==> src/rxd_pkg.sv <==
// Shared types and constants for the RRD/RLD nibble-rotate subsystem
// Step numbers follow the XPT timing of the instruction, steps 0 to 3 are fetch
package rxd_pkg;

    // ******************************************************************
    // Vector types
    // ******************************************************************

    typedef logic [4:0]  step_t;   // XPT timing step
    typedef logic [7:0]  byte_t;   // Data, accumulator, opcode
    typedef logic [15:0] addr_t;   // HL memory address
    typedef logic [7:0]  flags_t;  // F register

    // ******************************************************************
    // Flag bit positions
    // ******************************************************************

    localparam int FLAG_S  = 7;
    localparam int FLAG_Z  = 6;
    localparam int FLAG_H  = 4;
    localparam int FLAG_PV = 2;
    localparam int FLAG_N  = 1;
    localparam int FLAG_C  = 0;

    // ******************************************************************
    // Step numbers
    // ******************************************************************

    localparam step_t STEP_FIRST = 5'd4;   // First memory read step
    localparam step_t STEP_CALC  = 5'd7;   // Rotate and flag write
    localparam step_t STEP_LAST  = 5'd13;  // Last memory write step

    // Run control
    typedef enum logic [1:0] {
        IDLE,
        ARM,
        RUN
    } seq_state_t;

endpackage

==> src/rxd_ctrl_if.sv <==
// Per-step control strobes from the step decoder to the data modules
// All strobes are levels that hold for one whole XPT step, no handshake
`timescale 1ns/1ps

interface rxd_ctrl_if;

    logic rd_step;       // Steps 4 to 6
    logic wr_step;       // Steps 11 to 13
    logic dt_write;      // Steps 6 and 7
    logic calc;          // Step 7
    logic rotate_left;   // Step 7, RLD
    logic rotate_right;  // Step 7, RRD
    logic last_step;     // Step 13
    logic addr_hl;       // HL on the address bus

    // Decoder side
    modport dec (
        output rd_step,
        output wr_step,
        output dt_write,
        output calc,
        output rotate_left,
        output rotate_right,
        output last_step,
        output addr_hl
    );

    // Memory port and ALU side
    modport sink (
        input rd_step,
        input wr_step,
        input dt_write,
        input calc,
        input rotate_left,
        input rotate_right,
        input last_step,
        input addr_hl
    );

endinterface

==> src/rxd_seq_fsm.sv <==
// Run control for one RRD/RLD instruction, start is ignored while busy
`timescale 1ns/1ps

module rxd_seq_fsm import rxd_pkg::*; (
    input  logic  clk,
    input  logic  arst_n,
    input  logic  start,
    input  byte_t opcode,
    input  logic  last_step,
    output logic  arm,
    output logic  busy,
    output logic  done,
    output logic  rld_mode
);

    seq_state_t state_q, state_d;
    logic       done_q;
    logic       rld_q;

    always_comb begin
        state_d = state_q;
        case (state_q)
            IDLE:    if (start) state_d = ARM;
            ARM:     state_d = RUN;           // One cycle to load XPT
            RUN:     if (last_step) state_d = IDLE;
            default: state_d = IDLE;
        endcase
    end

    always_ff @(posedge clk or negedge arst_n) begin
        if (!arst_n) begin
            state_q <= IDLE;
            done_q  <= 1'b0;
            rld_q   <= 1'b0;
        end else begin
            state_q <= state_d;
            done_q  <= (state_q == RUN) && last_step;
            if (state_q == IDLE && start)
                rld_q <= opcode[3];           // 0x67 RRD, 0x6F RLD
        end
    end

    assign arm      = (state_q == ARM);
    assign busy     = (state_q != IDLE);
    assign done     = done_q;
    assign rld_mode = rld_q;

    // Step 13 only arrives inside a run
    assert property (@(posedge clk) disable iff (!arst_n)
        last_step |-> state_q == RUN);

    // Ten steps between arming and done
    assert property (@(posedge clk) disable iff (!arst_n)
        done |-> $past(state_q == ARM, 11));

endmodule

==> src/rxd_step_counter.sv <==
// XPT step counter, walks steps 4 to 13 once per arm
// Depends on the decoder returning last_step at step 13
`timescale 1ns/1ps

module rxd_step_counter import rxd_pkg::*; (
    input  logic  clk,
    input  logic  arst_n,
    input  logic  arm,
    input  logic  last_step,
    output step_t xpt,
    output logic  xpt_valid
);

    step_t xpt_q;
    logic  valid_q;

    always_ff @(posedge clk or negedge arst_n) begin
        if (!arst_n) begin
            xpt_q   <= '0;
            valid_q <= 1'b0;
        end else if (arm) begin
            xpt_q   <= STEP_FIRST;
            valid_q <= 1'b1;
        end else if (last_step) begin
            xpt_q   <= '0;                    // Reset XPT
            valid_q <= 1'b0;
        end else if (valid_q) begin
            xpt_q   <= xpt_q + 5'd1;
        end
    end

    assign xpt       = xpt_q;
    assign xpt_valid = valid_q;

    // ******************************************************************
    // Checks
    // ******************************************************************

    assert property (@(posedge clk) disable iff (!arst_n)
        valid_q |-> xpt_q >= STEP_FIRST && xpt_q <= STEP_LAST);

    // The decoder must end the run exactly at the last step
    assert property (@(posedge clk) disable iff (!arst_n)
        valid_q && xpt_q == STEP_LAST |-> last_step);

endmodule

==> src/rxd_step_decoder.sv <==
// Combinational XPT decoder for RRD/RLD, opcode bit 3 selects the direction
// Steps 8 to 10 and invalid steps raise no strobe
`timescale 1ns/1ps

module rxd_step_decoder import rxd_pkg::*; (
    input  step_t          xpt,
    input  logic           xpt_valid,
    input  logic           rld_mode,
    rxd_ctrl_if.dec        ctrl
);

    logic enable;
    logic t01xx;
    logic t10xx;
    logic t11xx;
    logic t4, t5, t6, t7;
    logic t11, t12, t13;

    assign enable = xpt_valid && !xpt[4];

    // ******************************************************************
    // Group decode on XPT[3:2]
    // ******************************************************************

    assign t01xx = enable && (xpt[3:2] == 2'b01);   // 4 to 7
    assign t10xx = enable && (xpt[3:2] == 2'b10);   // 8 to 11
    assign t11xx = enable && (xpt[3:2] == 2'b11);   // 12 to 15

    // Low bits within each group
    assign t4  = t01xx && (xpt[1:0] == 2'b00);
    assign t5  = t01xx && (xpt[1:0] == 2'b01);
    assign t6  = t01xx && (xpt[1:0] == 2'b10);
    assign t7  = t01xx && (xpt[1:0] == 2'b11);
    assign t11 = t10xx && (xpt[1:0] == 2'b11);
    assign t12 = t11xx && (xpt[1:0] == 2'b00);
    assign t13 = t11xx && (xpt[1:0] == 2'b01);

    // ******************************************************************
    // Strobes
    // ******************************************************************

    assign ctrl.rd_step      = t4 || t5 || t6;
    assign ctrl.wr_step      = t11 || t12 || t13;
    assign ctrl.dt_write     = t01xx && xpt[1];     // 6 or 7
    assign ctrl.calc         = t7;
    assign ctrl.rotate_left  = t7 && rld_mode;
    assign ctrl.rotate_right = t7 && !rld_mode;
    assign ctrl.last_step    = t13;
    assign ctrl.addr_hl      = (t4 || t5 || t6) || (t11 || t12 || t13);

endmodule

==> src/rxd_mem_port.sv <==
// Memory bus for the HL read and write cycles, plus the Dt data latch
// Memory must return read data one cycle after the address and hold it to step 6
`timescale 1ns/1ps

module rxd_mem_port import rxd_pkg::*; (
    input  logic     clk,
    input  logic     arst_n,
    rxd_ctrl_if.sink ctrl,
    input  addr_t    hl_addr,
    input  byte_t    mem_rdata,
    input  byte_t    rotated,
    output logic     mem_rd,
    output logic     mem_wr,
    output addr_t    mem_addr,
    output byte_t    mem_wdata,
    output byte_t    dt
);

    byte_t dt_q;

    // ******************************************************************
    // Bus strobes and address
    // ******************************************************************

    assign mem_rd    = ctrl.rd_step;                  // Steps 4 to 6
    assign mem_wr    = ctrl.wr_step;                  // Steps 11 to 13
    assign mem_addr  = ctrl.addr_hl ? hl_addr : '0;
    assign mem_wdata = dt_q;

    // ******************************************************************
    // Dt latch
    // ******************************************************************

    // Step 6 takes the memory byte, step 7 the rotated result
    always_ff @(posedge clk or negedge arst_n) begin
        if (!arst_n) begin
            dt_q <= '0;
        end else if (ctrl.dt_write) begin
            if (ctrl.calc)
                dt_q <= rotated;
            else
                dt_q <= mem_rdata;
        end
    end

    assign dt = dt_q;

    // Memory data is only taken after a read cycle has been on the bus
    assert property (@(posedge clk) disable iff (!arst_n)
        ctrl.dt_write && !ctrl.calc |-> $past(mem_rd) && mem_rd);

    // Write data is stable for the whole write cycle
    assert property (@(posedge clk) disable iff (!arst_n)
        mem_wr && $past(mem_wr) |-> mem_wdata == $past(mem_wdata));

endmodule

==> src/rxd_nibble_alu.sv <==
// Accumulator, flag register and nibble rotate for RRD/RLD
// Carry is held, bits 5 and 3 of F are left as they are
`timescale 1ns/1ps

module rxd_nibble_alu import rxd_pkg::*; (
    input  logic     clk,
    input  logic     arst_n,
    rxd_ctrl_if.sink ctrl,
    input  byte_t    dt,
    input  logic     a_load,
    input  byte_t    a_load_value,
    output byte_t    rotated,
    output byte_t    a_out,
    output flags_t   flags_out
);

    byte_t  a_q;
    flags_t flags_q;
    byte_t  new_a;
    flags_t flags_d;

    // ******************************************************************
    // Rotate
    // ******************************************************************

    always_comb begin
        new_a   = a_q;
        rotated = dt;
        if (ctrl.rotate_right) begin
            new_a   = {a_q[7:4], dt[3:0]};
            rotated = {a_q[3:0], dt[7:4]};    // A low into M high
        end else if (ctrl.rotate_left) begin
            new_a   = {a_q[7:4], dt[7:4]};
            rotated = {dt[3:0], a_q[3:0]};    // M low up, A low in
        end
    end

    always_comb begin
        flags_d          = flags_q;
        flags_d[FLAG_S]  = new_a[7];
        flags_d[FLAG_Z]  = (new_a == 8'h00);
        flags_d[FLAG_PV] = ~^new_a;           // Even parity
        flags_d[FLAG_H]  = 1'b0;
        flags_d[FLAG_N]  = 1'b0;
    end

    // ******************************************************************
    // Registers
    // ******************************************************************

    always_ff @(posedge clk or negedge arst_n) begin
        if (!arst_n) begin
            a_q     <= '0;
            flags_q <= '0;
        end else if (ctrl.calc) begin
            a_q     <= new_a;
            flags_q <= flags_d;
        end else if (a_load) begin
            a_q     <= a_load_value;
        end
    end

    assign a_out     = a_q;
    assign flags_out = flags_q;

    // Every calc step carries exactly one rotate direction
    assert property (@(posedge clk) disable iff (!arst_n)
        ctrl.calc |-> $onehot({ctrl.rotate_left, ctrl.rotate_right}));

endmodule

==> src/rxd_top.sv <==
// RRD/RLD execution unit, one instruction per start pulse
// hl_addr must stay stable from start until done
`timescale 1ns/1ps

module rxd_top import rxd_pkg::*; (
    input  logic   clk,
    input  logic   arst_n,
    input  logic   start,
    input  byte_t  opcode,
    input  addr_t  hl_addr,
    input  logic   a_load,
    input  byte_t  a_load_value,
    input  byte_t  mem_rdata,
    output logic   mem_rd,
    output logic   mem_wr,
    output addr_t  mem_addr,
    output byte_t  mem_wdata,
    output byte_t  a_out,
    output flags_t flags_out,
    output logic   busy,
    output logic   done
);

    logic  arm;
    logic  rld_mode;
    step_t xpt;
    logic  xpt_valid;
    byte_t dt;
    byte_t rotated;
    logic  a_load_idle;

    rxd_ctrl_if u_ctrl ();

    assign a_load_idle = a_load && !busy;     // No load during a run

    // ******************************************************************
    // Control path
    // ******************************************************************

    rxd_seq_fsm u_seq_fsm (
        .clk       (clk),
        .arst_n    (arst_n),
        .start     (start),
        .opcode    (opcode),
        .last_step (u_ctrl.last_step),
        .arm       (arm),
        .busy      (busy),
        .done      (done),
        .rld_mode  (rld_mode)
    );

    rxd_step_counter u_step_counter (
        .clk       (clk),
        .arst_n    (arst_n),
        .arm       (arm),
        .last_step (u_ctrl.last_step),
        .xpt       (xpt),
        .xpt_valid (xpt_valid)
    );

    rxd_step_decoder u_step_decoder (
        .xpt       (xpt),
        .xpt_valid (xpt_valid),
        .rld_mode  (rld_mode),
        .ctrl      (u_ctrl.dec)
    );

    // ******************************************************************
    // Data path
    // ******************************************************************

    rxd_mem_port u_mem_port (
        .clk       (clk),
        .arst_n    (arst_n),
        .ctrl      (u_ctrl.sink),
        .hl_addr   (hl_addr),
        .mem_rdata (mem_rdata),
        .rotated   (rotated),
        .mem_rd    (mem_rd),
        .mem_wr    (mem_wr),
        .mem_addr  (mem_addr),
        .mem_wdata (mem_wdata),
        .dt        (dt)
    );

    rxd_nibble_alu u_nibble_alu (
        .clk          (clk),
        .arst_n       (arst_n),
        .ctrl         (u_ctrl.sink),
        .dt           (dt),
        .a_load       (a_load_idle),
        .a_load_value (a_load_value),
        .rotated      (rotated),
        .a_out        (a_out),
        .flags_out    (flags_out)
    );

endmodule

==> config.mk <==
export PLATFORM = sky130hd
export DESIGN_NAME = rxd_top
export DESIGN_NICKNAME = d
export VERILOG_FILES = /design/src/rxd_pkg.sv /design/src/rxd_ctrl_if.sv /design/src/rxd_seq_fsm.sv /design/src/rxd_step_counter.sv /design/src/rxd_step_decoder.sv /design/src/rxd_mem_port.sv /design/src/rxd_nibble_alu.sv /design/src/rxd_top.sv
export SDC_FILE = /design/constraint.sdc
export NUM_CORES = 1
export LEC_CHECK = 0
export CAP_MARGIN = 15
export CORE_UTILIZATION = 50
export DETAILED_ROUTE_END_ITERATION = 10
export DONT_BUFFER_PORTS = 1
export GPL_TIMING_DRIVEN = 0
export MAX_ROUTING_LAYER = met4
export PLACE_DENSITY = 0.65
export SYNTH_ARGS = -nofsm -noshare
export SYNTH_HDL_FRONTEND = slang
export SYNTH_SLANG_ARGS = --single-unit
==> constraint.sdc <==
create_clock -name clk -period 3.6 [get_ports clk]
set_clock_uncertainty 0.05 [all_clocks]
set_input_delay 0 -clock clk [delete_from_list [all_inputs] [get_ports clk]]
set_output_delay 0 -clock clk [all_outputs]
set_load 0.02 [all_outputs]
### Word-level counts from Yosys, hierarchy flattened

Index checks and enable logic that the tools add are counted.

| storage, ports and cells | value |
|---|---|
| input port bits | 44 |
| latch bits | 0 |
| memory bits (read-only) | 0 |
| bits in writable memories | 0 |
| memories kept | 0 |
| bits in registers | 29 |

| cells by class | value |
|---|---|
| reduce and logical (&&, ||, !) cells | 35 |
| shift operators | 0 |
| $mul | 0 |
| bitwise operators | 0 |
| mux-type cells | 16 |
| $add $sub $neg | 1 |
| order comparisons | 0 |
| div/mod/pow operators | 0 |
| equality and inequality tests | 11 |

Operators with widths:

| kind | count |
|---|---|
| 8-bit 2-to-1 mux | 5 |
| 1-bit logical AND | 17 |
| 16-bit 2-to-1 mux | 1 |
| 5-bit 2-to-1 mux | 3 |
| 2-bit equality test, second input constant | 5 |
| 8-bit logical NOT | 1 |
| 4-bit 2-to-1 mux | 2 |
| 8-bit XNOR reduction | 1 |
| 2-bit by 1-bit equality test with 1-bit output, second input constant | 3 |
| 2-bit one-hot mux with 3 select lines | 1 |
| 2-bit nonzero test | 3 |
| 5-bit by 1-bit adder with 5-bit output, second input constant | 1 |
| 1-bit logical OR | 5 |
| 2-bit logical NOT | 2 |
| 2-bit 2-to-1 mux | 2 |
| 2-bit AND reduction | 2 |
| 1-bit logical NOT | 3 |
| 3-bit != test, second input constant | 1 |
| 3-bit nonzero test | 1 |
| 1-bit 2-to-1 mux | 2 |
| 2-bit by 1-bit != test with 1-bit output, second input constant | 1 |
| 2-bit != test, second input constant | 1 |

### Depth between registers and ports, before layout

Gate-level depths: netlist of the first run.

| logic depth | value |
|---|---|
| depth after elaboration | 8 |
| mapped depth | 9 |

### Modules after synthesis

From an unflattened synthesis of the first run, not the netlist that was laid out.

| unflattened totals | value |
|---|---|
| cells, all modules | 208 |
| area, all modules | 2029.4 µm² |

Modules (own cells, without submodules):

| module | area an instance (µm²) | times used | sequential area each (µm²) | cells an instance |
|---|---|---|---|---|
| rxd_nibble_alu | 882.1 | 1 | 275.3 | 92 |
| rxd_mem_port | 560.5 | 1 | 200.2 | 62 |
| rxd_step_counter | 314.1 | 1 | 150.1 | 28 |
| rxd_seq_fsm | 158.9 | 1 | 100.1 | 11 |
| rxd_step_decoder | 100.1 | 1 | 0.0 | 14 |
| rxd_top | 13.8 | 1 | 0.0 | 1 |

### Worst setup path after synthesis of the first run

OpenSTA, ideal clock, no wires.

| path | value |
|---|---|
| path type | flip-flop to flip-flop |
| start | register u_step_counter.xpt_q[2], in the netlist u_step_counter.xpt[2] |
| end | register u_nibble_alu.flags_q[2], in the netlist u_nibble_alu.flags_out[2] |
| setup slack | 1.746 ns |
| buffers on the path | 2 |
| period minus slack after synthesis | 1.854 ns |
| arrival | 1.675 ns |
| cell stages (with the launch flop) | 10 |
| path through | dfrtp_1 -> buf_4 -> and4bb_4 -> buf_6 -> nand3_1 -> o21ai_0 -> ha_1 -> xnor2_1 -> xnor2_1 -> o21ai_0 |

| between the ends | value |
|---|---|
| cells in the longest elaborated chain, start to end | 7 |

RTL lines:

| item | RTL line | RTL |
|---|---|---|
| from (decl) | rxd_step_counter.sv:14 | `step_t xpt_q;` |
| from (signal assigned) | rxd_step_counter.sv:28 | `xpt_q <= xpt_q + 5'd1;` |
| 2-bit by 1-bit equality test with 1-bit output (*) | rxd_step_decoder.sv:25 | `assign t01xx = enable && (xpt[3:2] == 2'b01);` |
| 1-bit logical AND (*) | rxd_step_decoder.sv:25 |  |
| 1-bit logical AND (*) | rxd_step_decoder.sv:33 | `assign t7 = t01xx && (xpt[1:0] == 2'b11);` |
| 1-bit logical AND | rxd_step_decoder.sv:46 | `assign ctrl.rotate_left = t7 && rld_mode;` |
| 4-bit 2-to-1 mux | rxd_nibble_alu.sv:32 | `end else if (ctrl.rotate_left) begin` |
| 4-bit 2-to-1 mux | rxd_nibble_alu.sv:29 | `if (ctrl.rotate_right) begin` |
| 8-bit XNOR reduction | rxd_nibble_alu.sv:42 | `flags_d[FLAG_PV] = ~^new_a;` |
| to (signal assigned) | rxd_nibble_alu.sv:57 | `flags_q <= flags_d;` |
| to (decl) | rxd_nibble_alu.sv:18 | `flags_t flags_q;` |

Mark *: on every way between the ends. The rest lies on a longest branch, timed or not.
A chain may end at the register's enable or synchronous reset.

### Final worst setup path of the first run

| path | value |
|---|---|
| start | register u_step_counter.xpt_q[4], in the netlist u_step_counter.xpt[4] |
| end | register u_nibble_alu.flags_q[2], in the netlist u_nibble_alu.flags_out[2] |

| between the ends | value |
|---|---|
| cells in the longest elaborated chain, start to end | 8 |

RTL lines:

| item | RTL line | RTL |
|---|---|---|
| 1-bit logical NOT (*) | rxd_step_decoder.sv:19 | `assign enable = xpt_valid && !xpt[4];` |
| 1-bit logical AND (*) | rxd_step_decoder.sv:19 |  |
| 1-bit logical AND (*) | rxd_step_decoder.sv:25 |  |
| 1-bit logical AND (*) | rxd_step_decoder.sv:33 |  |
| 1-bit logical AND | rxd_step_decoder.sv:46 |  |
| 4-bit 2-to-1 mux | rxd_nibble_alu.sv:32 |  |
| 4-bit 2-to-1 mux | rxd_nibble_alu.sv:29 |  |
| 8-bit XNOR reduction | rxd_nibble_alu.sv:42 |  |

Marks and branches as above.

==> results.sh, run 1 <==
export IMPL_p_leak_uw=0.00104
export IMPL_fin_cells=267
export IMPL_postSynthCellCount=187
export IMPL_hold_viol=0
export IMPL_crit_chain="and4bb_4 > buf_6 > nand3_1 > o21ai_0 > ha_1 > xnor2_1 > xnor2_1 > o21ai_0"
export IMPL_fin_nets=266
export IMPL_num_vias=1501
export IMPL_r2r_slack_ps=1550
export IMPL_crit_required_ps=3700
export IMPL_setup_worst_path_start_class="flip-flop"
export IMPL_gp_congestion=0.771
export IMPL_cts_tree="yes"
export IMPL_drive_above_1_share_pct=19.6
export IMPL_cp_arrival_ps=2150
export IMPL_num_rows=22
export IMPL_end_kind="flip-flop"
export IMPL_drt_total_wl_um=4280
export IMPL_grt_pass1_wl_um=6980
export IMPL_ys_flop_type="dfrtp_1"
export IMPL_antenna_cells=0
export IMPL_post_cts_buffers=0
export IMPL_avgSynthCellArea_um2=10.3
export IMPL_dieArea_um2=4110
export IMPL_htreeDepth=2
export IMPL_seq_area_frac_synth_pct=37.6
export IMPL_yosys_warnings=0
export IMPL_pin_count=88
export IMPL_viasPerCell=5.62
export IMPL_grt_pass1_vias=1539
export IMPL_fmax_mhz=488
export IMPL_fp_dieH_um=64.1
export IMPL_clockBufferDepth=2
export IMPL_path_clk_slew_ps=70
export IMPL_tns_ps=0
export IMPL_min_path_type="in2async"
export IMPL_crit_family="simple AND/OR/NAND/NOR gates"
export IMPL_io_buffer_count=0
export IMPL_ir_drop_v=0.000528
export IMPL_numCtsBuffers=5
export IMPL_tightest_slew_ps=705
export IMPL_critical_path_max_stage_delay_ps=420
export IMPL_worstSetupPathType="reg2reg"
export IMPL_fin_crit_ps=2050
export IMPL_insertion_delay_ps=280
export IMPL_place_inst=239
export IMPL_path_buf_inv=1
export IMPL_post_route_drc_count=0
export IMPL_cts_root_buf="clkbuf_8"
export IMPL_drv_slew=0
export IMPL_slew_headroom_pct=52.9
export IMPL_max_cap_violations=0
export IMPL_finalCritPeriodShare_pct=56.9
export IMPL_setup_viol=0
export IMPL_fin_area_um2=2330
export IMPL_start_util_pct=52.3
export IMPL_synth_edf_count=0
export IMPL_cp_max_fo=10
export IMPL_drtIter0Drc=69
export IMPL_p_per_area_nw_per_um2=1070
export IMPL_cp_slowest_cell="dfrtp_1"
export IMPL_status="completed"
export IMPL_dr_pass1_iters=4
export IMPL_area_growth_pct=21.0
export IMPL_async_flop_share_pct=100
export IMPL_rsz0062_at_grt="no"
export IMPL_synth_seq_cells=29
export IMPL_dpl_cell_area_um2=2000
export IMPL_antenna_found_initial=0
export IMPL_grt_util_all_layers_pct=22.7
export IMPL_cts_sinks=29
export IMPL_ant_nets=0
export IMPL_synth_distinct_cells=40
export IMPL_grt_ovfl_total=0
export IMPL_grt_max_degree=30
export IMPL_coreArea_um2=3690
export IMPL_dp_hpwl_um=3080
export IMPL_wire_per_inst_um=16.0
export IMPL_die_w_um=64.1
export IMPL_netlist_area_um2=1930
## where the power goes
part | internal [µW] | switching (µW)
registers | 477 | 279
clock network | 225 | 130
logic | 600 | 784
total | 1300 | 1190
## cells by family after synthesis
group	synth area share (%)
adders and majority gates	2.59
and+or+nand+nor	19.9
AOI/OAI and AO/OA	15.8
buffers and inverters	8.50
xor gates and xnor gates	2.72
DFF	37.6
other	0.194
muxes	12.6
## synthesized netlist by cell type, drive strengths merged (4+ instances only)
cell / n / share of area (%)
a21boi: 4 / 1.6
buf: 20 / 7.1
dfrtp: 29 / 38
ha: 4 / 2.6
inv: 7 / 1.4
mux2: 7 / 4.9
mux2i: 15 / 7.8
nand2b: 9 / 2.9
nand3: 4 / 1.0
nor2: 8 / 1.6
nor3b: 17 / 7.2
o2111ai: 7 / 3.2
o21a: 7 / 2.7
o21ai: 16 / 4.7
xnor2: 4 / 1.8
## path summary, 6_finish.rpt
kind | cells after the start | to | start
min reg2reg | 1 | u_nibble_alu.a_out[7]$_DFFE_PN0P_ | u_nibble_alu.a_out[7]$_DFFE_PN0P_
max reg2reg | 8 | u_nibble_alu.flags_out[2]$_DFFE_PN0N_ | u_step_counter.xpt[4]$_DFFE_PN0P_
min in group clk | 3 | u_nibble_alu.a_out[2]$_DFFE_PN0P_ | a_load
max in group asynchronous | 2 | u_step_counter.xpt[4]$_DFFE_PN0P_ | arst_n
min | 2 | u_nibble_alu.a_out[1]$_DFFE_PN0P_ | arst_n
max | 8 | u_nibble_alu.flags_out[2]$_DFFE_PN0N_ | u_step_counter.xpt[4]$_DFFE_PN0P_
## state kept, by name, indices dropped and copies added (netlist names)
signal	flops
u_mem_port.dt	8
u_nibble_alu.a_out	8
u_step_counter.xpt	5
u_nibble_alu.flags_out	3
u_seq_fsm.state_q	2
u_seq_fsm.done	1
u_seq_fsm.rld_mode	1
u_step_counter.xpt_valid	1
## final cells by class
| type | instances | area, µm² |
|---|---|---|
| timing repair buffer | 20 | 210 |
| buffer | 20 | 138 |
| clock buffer | 6 | 82.6 |
| inverter | 7 | 26.3 |
| tap | 48 | 60.1 |
| sequential | 29 | 726 |
| fill | 312 | 1350 |
| multi-input combinational | 135 | 1050 |
| clock inverter | 2 | 37.5 |
## layout by cell type (no fill, tap or decap), types with 2 or more instances in the layout
cell and count:
mux2_4 4, ha_1 4, buf_6 2, inv_1 7, xnor2_1 4, and2_1 2
o21a_1 7, nor2b_1 3, nor3b_1 16, o2111ai_1 7, buf_2 8, conb_1 5
xor2_1 2, nand2b_1 9, nand3_1 4, or2_2 2, a21oi_1 3, nor2_1 8
nand4_1 2, dlygate4sd3_1 19, buf_4 10, nand2_1 3, dfrtp_1 29, mux2i_1 15
a21boi_0 4, clkbuf_8 6, mux2_2 3, o21ai_0 14
## metrics by stage
stage | setup slack (ps) | total power [µW] | hold slack (ps) | utilization (%)
after detailed placement | 1570 | 2120 | -345 | 54.3
after floorplan | 1750 | 1880 | -346 | -
after CTS | 1550 | 2510 | 93.4 | 63.3
after global placement | 1540 | 2080 | -345 | 54.3
final | 1550 | 2490 | 107 | 63.3
after global routing | 1360 | 2680 | 104 | 63.3
## routing by layer
metal | global-route usage [%] | wire [µm]
met5 | - | 0
met4 | 7.78 | 25
met3 | 5.54 | 275
met2 | 37.8 | 2020
met1 | 26.7 | 1960
## timing repair
item                                    in CTS  in global routing
hold buffers                                20                  0
resized for setup                            0                  0
hold endpoints to repair                    47                  0
endpoints found under the setup margin       0                  0
Note: power is estimated with default switching activity, not from simulation.
==> run 2: changes to the inputs <==
Clock period 3.6 ns to 2 ns, I/O delays scaled along.
==> results.sh, run 2 (synthesis gave the netlist of run 1 again) <==
export IMPL_status="completed"
export IMPL_pin_count=88
export IMPL_cts_root_buf="clkbuf_8"
export IMPL_layout_common_cells="dfrtp_1 (28), dlygate4sd3_1 (19), mux2i_1 (14)"
export IMPL_grt_max_degree=30
export IMPL_grt_use_met2_pct=37.8
export IMPL_place_inst=239
export IMPL_antenna_found_initial=0
export IMPL_numCtsBuffers=5
export IMPL_setup_viol=0
export IMPL_fp_dieH_um=64.1
export IMPL_setup_worst_path_start_class="flip-flop"
export IMPL_fin_cells=269
export IMPL_hold_viol=0
export IMPL_finalPower_uw=4760
export IMPL_drv_slew=0
export IMPL_insertion_delay_ps=280
export IMPL_dp_hpwl_um=3080
export IMPL_multi_input_area_um2=1120
export IMPL_fin_nets=268
export IMPL_gp_congestion=0.771
export IMPL_dieArea_um2=4110
export IMPL_drive_above_1_share_pct=27.1
export IMPL_fin_crit_ps=1950
export IMPL_area_growth_pct=26.0
export IMPL_start_util_pct=52.3
export IMPL_dr_pass1_iters=4
export IMPL_cp_arrival_ps=2070
export IMPL_grt_pass1_vias=1544
export IMPL_end_kind="flip-flop"
export IMPL_grt_util_all_layers_pct=22.9
export IMPL_min_path_type="in2async"
export IMPL_grt_use_met1_pct=26.5
export IMPL_grt_pass1_wl_um=7010
export IMPL_io_buffer_count=0
export IMPL_die_w_um=64.1
export IMPL_ir_drop_v=0.000966
export IMPL_ant_nets=0
export IMPL_p_per_area_nw_per_um2=1960
export IMPL_coreArea_um2=3690
export IMPL_antenna_cells=0
export IMPL_drt_total_wl_um=4400
export IMPL_worstSetupPathType="reg2reg"
export IMPL_final_common_cell="dfrtp_1"
export IMPL_register_area_um2=727
export IMPL_nFillCells=290
export IMPL_path_clk_slew_ps=70
export IMPL_grt_ovfl_total=0
export IMPL_drtIter0Drc=79
export IMPL_slew_headroom_pct=53.8
export IMPL_cts_tree="yes"
export IMPL_fmax_mhz=513
export IMPL_tightest_slew_ps=692
export IMPL_post_route_drc_count=0
export IMPL_rsz0062_at_grt="yes"
export IMPL_grt_busiest_layer="met2"
export IMPL_clockBufferDepth=2
export IMPL_num_vias=1531
export IMPL_cp_max_fo=6
export IMPL_met3_usage_pct=7.50
export IMPL_wire_per_inst_um=16.4
export IMPL_cts_sinks=29
export IMPL_htreeDepth=2
export IMPL_max_cap_violations=0
export IMPL_finalCritPeriodShare_pct=97.4
export IMPL_p_leak_uw=0.00108
export IMPL_viasPerCell=5.69
export IMPL_num_rows=22
export IMPL_crit_required_ps=2120
run 2: final cells by class:
class                   instances  share of cell area [%]
plain buffers                  20                    6.12
clock buffers                   6                    3.40
clock inverters                 2                    1.54
inverters                       7                    1.08
multi-input cells             135                    46.2
flip-flops and latches         29                    29.9
well taps                      48                    2.47
repair buffers                 22                    9.26
run 2: worst paths after layout:
path / endpoint / slack, ps / start / cells after the start
min reg2reg: u_nibble_alu.a_out[7]$_DFFE_PN0P_ / 510 / u_nibble_alu.a_out[7]$_DFFE_PN0P_ / 1
min in group clk: u_nibble_alu.a_out[1]$_DFFE_PN0P_ / 100 / a_load / 3
min: u_nibble_alu.a_out[1]$_DFFE_PN0P_ / 100 / arst_n / 2
max: u_nibble_alu.flags_out[2]$_DFFE_PN0N_ / 50 / u_step_counter.xpt[4]$_DFFE_PN0P_ / 8
max in group asynchronous: u_step_counter.xpt[3]$_DFFE_PN0P_ / 1620 / arst_n / 2
max reg2reg: u_nibble_alu.flags_out[2]$_DFFE_PN0N_ / 50 / u_step_counter.xpt[4]$_DFFE_PN0P_ / 8
run 2: critical path, cell delays in order, from the launching register on:
cell,delay (ps)
dfrtp_1,420
and4bb_4,370
buf_4,140
nand3_1,90
o21ai_0,90
ha_1,280
xnor2_2,180
xnor2_1,130
o21ai_1,80
run 2: power breakdown:
part / internal (µW) / switching (µW)
Sequential: 859 / 511
Combinational: 1220 / 1520
Clock: 405 / 240
Total: 2480 / 2280
run 2: per-stage QoR:
stage	setup slack [ps]	util [%]	hold WS, ps	setup TNS (ps)	area (µm²)
after detailed placement	-28.9	54.3	-345	-28.9	2000
after CTS	5.85	63.7	93.4	0	2350
after floorplan	146	-	-346	0	1940
final	51.2	65.9	100	0	2430
after global routing	-68.8	65.9	99.6	-68.8	2430
after global placement	-58.8	54.3	-345	-58.8	2000
run 2: repair_timing:
item                                    in CTS  in global routing
gates resized for setup                      1                 21
buffers inserted                             1                  1
hold buffers                                20                  0
endpoints found under the setup margin       1                 11
endpoints found under the hold margin       47                  0
pin swaps                                    2                  5
run 2: routing by layer:
| metal | routed length [µm] | part of all wire, % |
|---|---|---|
| met1 | 1930 | 44 |
| met3 | 315 | 7.2 |
| met2 | 2140 | 49 |
| met5 | 0 | 0 |
| met4 | 10 | 0.23 |
